==> config.mk <==
export PLATFORM = sky130hd
export DESIGN_NAME = fetch_top
export DESIGN_NICKNAME = d
export VERILOG_FILES = /design/src/logic/fetch_pkg.sv /design/src/logic/pc_gen.sv /design/src/logic/ins_fetch.sv /design/src/logic/decode_stage.sv /design/src/logic/fetch_top.sv
export SDC_FILE = /design/constraint.sdc
export NUM_CORES = 1
export LEC_CHECK = 0
export BUFFER_PORTS_ARGS = -buffer_cell sky130_fd_sc_hd__buf_4
export CORE_MARGIN = 5
export CORE_UTILIZATION = 51
export DETAILED_ROUTE_END_ITERATION = 10
export HOLD_SLACK_MARGIN = 0.03
export MAX_ROUTING_LAYER = met4
export PLACE_DENSITY = 0.77
export SYNTH_ARGS = -nofsm -noshare
export SYNTH_HDL_FRONTEND = slang
export SYNTH_HIERARCHICAL = 1
export SYNTH_SLANG_ARGS = --single-unit
==> constraint.sdc <==
create_clock -name clk -period 3.3 [get_ports clk]
set_input_delay 0.33 -clock clk [delete_from_list [all_inputs] [get_ports clk]]
set_output_delay 0.33 -clock clk [all_outputs]
set_load 0.005 [all_outputs]
==> src/logic/fetch_pkg.sv <==
`default_nettype none

package fetch_pkg;

    // datapath and address width
    localparam int xlen = 32;

    // addi x0,x0,0, fills every empty slot
    localparam logic [xlen-1:0] nop_instr = 32'h0000_0013;

    // first fetch address out of reset
    localparam logic [xlen-1:0] reset_pc = '0;

    // major opcode of jal
    localparam logic [6:0] opc_jal = 7'b110_1111;

    // request half of the instruction bus, core to memory
    typedef struct packed {
        logic            req;  // request strobe
        logic [xlen-1:0] addr; // word address
    } mem_req_t;

    // response half, memory to core
    typedef struct packed {
        logic            gnt;    // request taken this cycle
        logic            rvalid; // rdata valid, in order
        logic [xlen-1:0] rdata;
    } mem_rsp_t;

    // fetch to decode payload
    typedef struct packed {
        logic [xlen-1:0] instr;
        logic [xlen-1:0] pc;    // address the word came from
    } fetch_out_t;

    typedef struct packed {
        logic            valid;
        logic [xlen-1:0] pc;
        logic [6:0]      opcode;
        logic [4:0]      rd;
        logic [4:0]      rs1;
        logic [2:0]      funct3;
        logic [xlen-1:0] imm;    // j-type for jal, i-type otherwise
    } decoded_t;

    typedef struct packed {
        logic            taken;  // one cycle pulse
        logic [xlen-1:0] target;
    } redirect_t;

endpackage

`default_nettype wire

==> src/logic/pc_gen.sv <==
`default_nettype none

module pc_gen (
    input  logic                       clk,
    input  logic                       reset,
    input  logic                       fetch_stall_i, // offered pc not accepted
    input  fetch_pkg::redirect_t       redirect_i,
    output logic [fetch_pkg::xlen-1:0] pc_o           // always offered to fetch
);
    import fetch_pkg::*;

    logic [xlen-1:0] pc_q;
    logic [xlen-1:0] pc_d;
    logic [xlen-1:0] pc_seq; // next word in memory order

    assign pc_seq = pc_q + xlen'(4);

    // redirect wins over a normal step
    always_comb begin
        if (redirect_i.taken) begin
            pc_d = redirect_i.target;
        end else if (!fetch_stall_i) begin
            pc_d = pc_seq; // fetch took this pc
        end else begin
            pc_d = pc_q;   // hold until granted
        end
    end

    always_ff @(posedge clk) begin
        if (reset) begin
            pc_q <= reset_pc;
        end else begin
            pc_q <= pc_d;
        end
    end

    // valid is implied, the register always holds the next address to fetch
    assign pc_o = pc_q;

endmodule

`default_nettype wire

==> src/logic/ins_fetch.sv <==
`default_nettype none

module ins_fetch (
    input  logic                       clk,
    input  logic                       reset,
    input  logic [fetch_pkg::xlen-1:0] pc_i,           // next address from pc_gen
    input  logic                       exec_stall_i,   // execute not taking
    input  fetch_pkg::redirect_t       redirect_i,     // taken doubles as abort
    input  fetch_pkg::mem_rsp_t        mem_rsp_i,
    output fetch_pkg::mem_req_t        mem_req_o,
    output logic                       fetch_stall_o,  // pc not accepted this cycle
    output logic                       decode_stall_o, // waiting for rvalid
    output logic                       ins_valid_o,
    output fetch_pkg::fetch_out_t      ins_o
);
    import fetch_pkg::*;

    typedef enum logic [1:0] {
        S_IDLE         = 2'b00, // nothing in flight, may issue
        S_WAIT_GNT     = 2'b01, // request up, memory has not granted
        S_WAIT_RVALID  = 2'b10, // one granted request in flight
        S_ABORT_RVALID = 2'b11  // in flight but redirected, data dropped
    } state_e;

    state_e          state_q;
    state_e          state_d;
    state_e          issue_state;    // where an issued request leads

    logic [xlen-1:0] pc_req_q;       // pc of the granted request
    logic            backup_valid_q; // word saved under exec stall
    fetch_out_t      backup_q;

    logic            abort;
    logic            can_issue;
    logic            issue_slot;     // state allows a new request
    logic            issue;
    logic            accept;         // req and gnt together
    logic            rsp_live;       // response that is kept
    logic            save;           // response parked in the backup
    logic            replay;         // backup goes to decode

    assign abort     = redirect_i.taken;
    assign can_issue = !exec_stall_i && !abort; // pc_i is stale during a redirect

    // a new request may overlap the rvalid cycle of the previous one
    always_comb begin
        case (state_q)
            S_IDLE,
            S_WAIT_GNT:     issue_slot = 1'b1;
            S_WAIT_RVALID,
            S_ABORT_RVALID: issue_slot = mem_rsp_i.rvalid;
            default:        issue_slot = 1'b0;
        endcase
    end

    assign issue  = issue_slot && can_issue;
    assign accept = issue && mem_rsp_i.gnt;

    assign rsp_live = (state_q == S_WAIT_RVALID) && mem_rsp_i.rvalid && !abort;
    assign save     = rsp_live && exec_stall_i;
    assign replay   = backup_valid_q && !exec_stall_i;

    // request straight from pc_i, addr held by pc_gen while not granted
    assign mem_req_o.req  = issue;
    assign mem_req_o.addr = pc_i;

    assign fetch_stall_o  = !accept;
    assign decode_stall_o = (state_q == S_WAIT_RVALID) && !mem_rsp_i.rvalid && !abort;

    // backup replays first, live data next, nop otherwise
    assign ins_valid_o = replay || (rsp_live && !exec_stall_i);

    always_comb begin
        if (backup_valid_q) begin
            ins_o = backup_q;
        end else if (rsp_live) begin
            ins_o = '{instr: mem_rsp_i.rdata, pc: pc_req_q};
        end else begin
            ins_o = '{instr: nop_instr, pc: pc_req_q};
        end
    end

    assign issue_state = mem_rsp_i.gnt ? S_WAIT_RVALID : S_WAIT_GNT;

    always_comb begin
        state_d = state_q;
        case (state_q)
            S_IDLE: begin
                if (issue) begin
                    state_d = issue_state;
                end
            end
            S_WAIT_GNT: begin
                if (issue) begin
                    state_d = issue_state;
                end else if (abort) begin
                    state_d = S_IDLE; // withdrawn, nothing in flight
                end
                // under exec stall the request is dropped but the state kept
            end
            S_WAIT_RVALID: begin
                if (mem_rsp_i.rvalid) begin
                    state_d = issue ? issue_state : S_IDLE; // abort here just drops rdata
                end else if (abort) begin
                    state_d = S_ABORT_RVALID;
                end
            end
            S_ABORT_RVALID: begin
                if (mem_rsp_i.rvalid) begin
                    state_d = issue ? issue_state : S_IDLE; // late word thrown away
                end
            end
            default: begin
                state_d = S_IDLE;
            end
        endcase
    end

    always_ff @(posedge clk) begin
        if (reset) begin
            state_q        <= S_IDLE;
            backup_valid_q <= 1'b0;
        end else begin
            state_q <= state_d;
            if (save) begin
                backup_valid_q <= 1'b1;
            end else if (replay) begin
                backup_valid_q <= 1'b0; // consumed by decode this cycle
            end
        end
    end

    // payload, no reset needed
    always_ff @(posedge clk) begin
        if (accept) begin
            pc_req_q <= pc_i; // pairs the response with its address
        end
        if (save) begin
            backup_q <= '{instr: mem_rsp_i.rdata, pc: pc_req_q};
        end
    end

endmodule

`default_nettype wire

==> src/logic/decode_stage.sv <==
`default_nettype none

module decode_stage (
    input  logic                  clk,
    input  logic                  reset,
    input  logic                  exec_stall_i,   // hold the register
    input  logic                  decode_stall_i, // fetch still waiting for rvalid
    input  logic                  ins_valid_i,
    input  fetch_pkg::fetch_out_t ins_i,
    output fetch_pkg::decoded_t   dec_o,
    output fetch_pkg::redirect_t  redirect_o
);
    import fetch_pkg::*;

    fetch_out_t      word_q;
    logic            valid_q;
    logic            fresh_q; // captured at the last edge
    logic            take;
    logic [6:0]      opcode;
    logic            is_jal;
    logic [xlen-1:0] imm_i;
    logic [xlen-1:0] imm_j;

    // nothing is taken while a redirect is out, that word is off-path
    assign take = ins_valid_i && !decode_stall_i && !redirect_o.taken;

    always_ff @(posedge clk) begin
        if (reset) begin
            valid_q <= 1'b0;
            fresh_q <= 1'b0;
        end else if (!exec_stall_i) begin
            valid_q <= take;
            fresh_q <= take;
        end else begin
            fresh_q <= 1'b0; // held word raises no second redirect
        end
    end

    // bubble shows a nop
    always_ff @(posedge clk) begin
        if (!exec_stall_i) begin
            if (take) begin
                word_q <= ins_i;
            end else begin
                word_q <= '{instr: nop_instr, pc: ins_i.pc};
            end
        end
    end

    assign opcode = word_q.instr[6:0];
    assign is_jal = (opcode == opc_jal);

    assign imm_i = {{20{word_q.instr[31]}}, word_q.instr[31:20]};
    // j-type, scrambled bits put back in order
    assign imm_j = {{12{word_q.instr[31]}},
                    word_q.instr[19:12],
                    word_q.instr[20],
                    word_q.instr[30:21],
                    1'b0};

    assign dec_o.valid  = valid_q;
    assign dec_o.pc     = word_q.pc;
    assign dec_o.opcode = opcode;
    assign dec_o.rd     = word_q.instr[11:7];
    assign dec_o.rs1    = word_q.instr[19:15];
    assign dec_o.funct3 = word_q.instr[14:12];
    assign dec_o.imm    = is_jal ? imm_j : imm_i;

    // first cycle of a fresh jal only
    assign redirect_o.taken  = fresh_q && is_jal;
    assign redirect_o.target = word_q.pc + imm_j;

endmodule

`default_nettype wire

==> src/logic/fetch_top.sv <==
`default_nettype none

module fetch_top (
    input  logic                 clk,
    input  logic                 reset,
    input  logic                 exec_stall_i, // level from execute
    input  fetch_pkg::mem_rsp_t  mem_rsp_i,
    output fetch_pkg::mem_req_t  mem_req_o,
    output fetch_pkg::decoded_t  dec_o,
    output fetch_pkg::redirect_t redirect_o    // also fed back to pc_gen and fetch
);
    import fetch_pkg::*;

    logic [xlen-1:0] pc;           // pc_gen to fetch
    logic            fetch_stall;
    logic            decode_stall;
    logic            ins_valid;
    fetch_out_t      ins;          // fetch to decode

    // producer
    pc_gen u_pc_gen (
        .clk           (clk),
        .reset         (reset),
        .fetch_stall_i (fetch_stall),
        .redirect_i    (redirect_o),
        .pc_o          (pc)
    );

    // buffer on the memory bus
    ins_fetch u_ins_fetch (
        .clk            (clk),
        .reset          (reset),
        .pc_i           (pc),
        .exec_stall_i   (exec_stall_i),
        .redirect_i     (redirect_o),
        .mem_rsp_i      (mem_rsp_i),
        .mem_req_o      (mem_req_o),
        .fetch_stall_o  (fetch_stall),
        .decode_stall_o (decode_stall),
        .ins_valid_o    (ins_valid),
        .ins_o          (ins)
    );

    // consumer, source of the jal redirect
    decode_stage u_decode_stage (
        .clk            (clk),
        .reset          (reset),
        .exec_stall_i   (exec_stall_i),
        .decode_stall_i (decode_stall),
        .ins_valid_i    (ins_valid),
        .ins_i          (ins),
        .dec_o          (dec_o),
        .redirect_o     (redirect_o)
    );

endmodule

`default_nettype wire

==> results.toml <==
[layout]
register_area_um2 = 5550
multi_input_area_um2 = 4460
insertedDiodeCount = 0
final_design_area_no_fill_um2 = 12700
final_layout_size_suffix_gt1_share_pct = 31.4
final_util_pct = 62.9
fillCellCount = 1636
area.growth.synth_to_final_pct = 21.8
nets = 1162

[synth]
synth_top_cells_by_count = "160 x edfxtp_1, 109 x nand2_1, 66 x nor2_1, 59 x buf_4, 40 x a21oi_1"
ys_seq_elements = 197
synth-warning-count = 6
mappedNetlistNets = 1018
post_synth.cell_area_avg_um2 = 11.0
count_of_different_cell_masters_after_synthesis = 78
synth_top_cell_area_share_pct = 46.2
netlist_instances = 949
synth.yosys.seq_area_share_pct = 53.3
synth.cell_area_um2 = 10400
synth_most_common_cell = "edfxtp_1"
synth_enable_flop_cells = 160
synthDominantAreaCellType = "edfxtp_1"
ys_top_cells_by_area = "edfxtp_1 46%, dfxtp_1 7.1%, buf_4 4.3%"
async_reset_ff_share_pct = 0
postSynth.topFlopCell = "edfxtp_1"

[run]
drv_cap = 0

[status]
run_status = "completed"

[global_route]
grt_pass1_wl_um = 43500
antenna_found_initial = 0
grt_start_max_net_pins = 50
first_global_vias = 7736
grtUsageTotal_pct = 23.9
globalRouteOverflowTotal = 0

[power_and_ir_drop]
power-per-cell-area_nw_per_um2 = 442
max-vdd-ir-drop_v = 0.000399
power.switching_fraction_pct = 24.7
power.share.clock_pct = 36.9
leakage_dissipation_nw = 4.80
net-switching-power_mw = 1.39
total_power_mw = 5.61
seq_power_share_pct = 49.7
power_report.internal_total_mw = 4.22
comb_power_share_pct = 13.4

[route]
via_count = 8031
drt_first_iter_violations = 714
drt_pass1_iterations = 5
final_antenna_net_count = 0
routed_wl_per_cell_um = 20.2
post-route-drc-count = 0
via_density_per_instance = 5.84
routed_wl_um = 27700

[floorplan]
core_um2 = 20200
die_h_um = 153
floorplan.die_area_um2 = 23400
num_rows = 52
initial_utilization_pct = 51.6
die_x_um = 153
floorplan.io_pins = 188

[sta]
tightest_slew_ps = 722
period_minus_slack_ps = 3270
clock_skew_ps = 12.2
setup_total_negative_slack_ps = 0
finalSetupViolations = 0
slew_headroom_pct = 51.4
post-route-period-util_pct = 99.0
timing_max_transition_violations_final = 0
setup_repair_after_global_routing_missed_its_margin = "yes"
timing_hold_violations_final = 0
fin_hold_ws_ps = 77.7
max_clock_freq_mhz = 306

[cts]
ctsHtreeMaxLevel = 4
cts_tree = "built"
numCtsBuffers = 17
root_buffer = "clkbuf_16"
clkLatencyLatePin_ps = 440
cts.clk_slew.worst_paths_ps = 80
cts_hold_bufs = 0
cts.path.max_buffers = 2
clk_sinks = 197

[setup_path]
path_max_fanout = 3
crit_family = "compound AO/OA/AOI/OAI gates"
crit_arrival_ps = 2940
worstSetupStartpointType = "flop"
cp_num_cells = 9
master_of_the_slowest_instance_on_the_critical_path = "edfxtp_1"
worst_path_largest_cell_delay_ps = 450
timing.setup.critical_path_class = "reg2out"
critical_path.endpoint_type = "primary output"
worst_r2r_path_depth = 10
critical_path_buf_inv_count = 1
rrSetupSlack_ps = 210
crit_chain = "ha_4, fa_2, a21o_2, a31oi_4, or3_1, a21oi_1, nand2b_1, a211oi_2, buf_4"
worst-endpoint-required_ps = 2970

[placement]
place_hpwl_um = 20400
dpl-instance-area_um2 = 11700
placement.io_buffers = 187
gp_routability_congestion = 0.941

[worst_hold_path]
hold-path-cell-count = 1
hold_path_class = "in2reg"
## repair_timing
| item | CTS | global route |
|---|---|---|
| resized for setup | 17 | 36 |
| buffers inserted | 5 | 12 |
| pin swaps | 4 | 13 |
| endpoints found under the setup margin | 14 | 18 |
## metal layers
metal	wire length (um)	up-vias	global-route usage, %
met5	0	-	-
met4	534	0	5.60
met3	2250	43	5.60
met2	13000	341	36.8
met1	12000	3884	32.7
li1	-	3763	-
## final cells by class
cell class / instances / share of cell area (%)
flip-flops and latches: 197 / 43.8
inverters: 14 / 0.414
well taps: 270 / 2.66
clock buffers: 20 / 3.44
repair buffers: 226 / 13.4
clock inverters: 12 / 1.14
multi-input cells: 637 / 35.2
## state kept, by name, summed over array words and instances, names as in the netlist
name,cells
u_decode_stage/dec_o,52
u_decode_stage/fresh_q,1
u_decode_stage/imm_i,12
u_decode_stage/valid_q,1
u_ins_fetch/backup_q,64
u_ins_fetch/backup_valid_q,1
u_ins_fetch/pc_req_q,32
u_ins_fetch/state_q,2
u_pc_gen/pc_o,32
## worst register-to-register path, delay by kind of cell, from the launching register on
family	cells	cell delay, ps
compound gates	1	360
buf+inv	1	150
flops	1	430
simple gates	8	2030
## logic make-up after synthesis
| kind of cell | Yosys count | synth area share, % |
|---|---|---|
| xor+xnor | 33 | 2.78 |
| flops | 197 | 53.3 |
| fa+ha+maj | 32 | 3.92 |
| mux | 36 | 3.85 |
| simple gates | 345 | 17.0 |
| compound gates | 191 | 12.5 |
| buf+inv | 115 | 6.66 |
## power groups by stage
stage	registers [mW]	clock network, mW	logic (mW)
after detailed placement	2.84	0	0.666
after floorplan	2.83	0	0.358
after CTS	2.79	2.10	0.695
after global routing	2.80	2.22	0.811
final	2.79	2.07	0.752
after global placement	2.84	0	0.662
## through the flow
stage               instances  setup WS (ps)
finish                   1376           33.3
global route             1376          -77.0
CTS                      1364          -51.9
detailed placement       1327            261
global placement         1327            351
floorplan                 949           53.4
## final timing paths
check,to,from
min,u_ins_fetch/backup_q[50],mem_rsp_i[18]
min reg2reg,u_ins_fetch/backup_q[2],u_ins_fetch/pc_req_q[2]
max reg2reg,u_pc_gen/pc_o[22],u_decode_stage/dec_o[51]
max,redirect_o[29],u_decode_stage/imm_i[1]
## cell usage in the layout (no fill, tap or decap), drive strengths merged, types with 3 or more instances in the layout
cell / instances
nand2: 109
nor2: 66
buf: 226
xnor2: 20
nand3: 22
o31ai: 6
or4: 7
a211oi: 14
and3: 4
nor2b: 12
nor3: 17
or3: 6
mux2i: 4
xor2: 13
clkinvlp: 4
o211ai: 3
ha: 31
inv: 17
o21ai: 53
nand4: 20
nand2b: 10
and4: 6
edfxtp: 160
a311oi: 8
a31oi: 8
a21oi: 41
and2: 35
dfxtp: 37
clkbuf: 20
mux2: 32
o2111a: 4
a21o: 19
nor4: 12
clkinv: 3
a2111oi: 9
nor3b: 3
(Power assumes the default switching activity.)
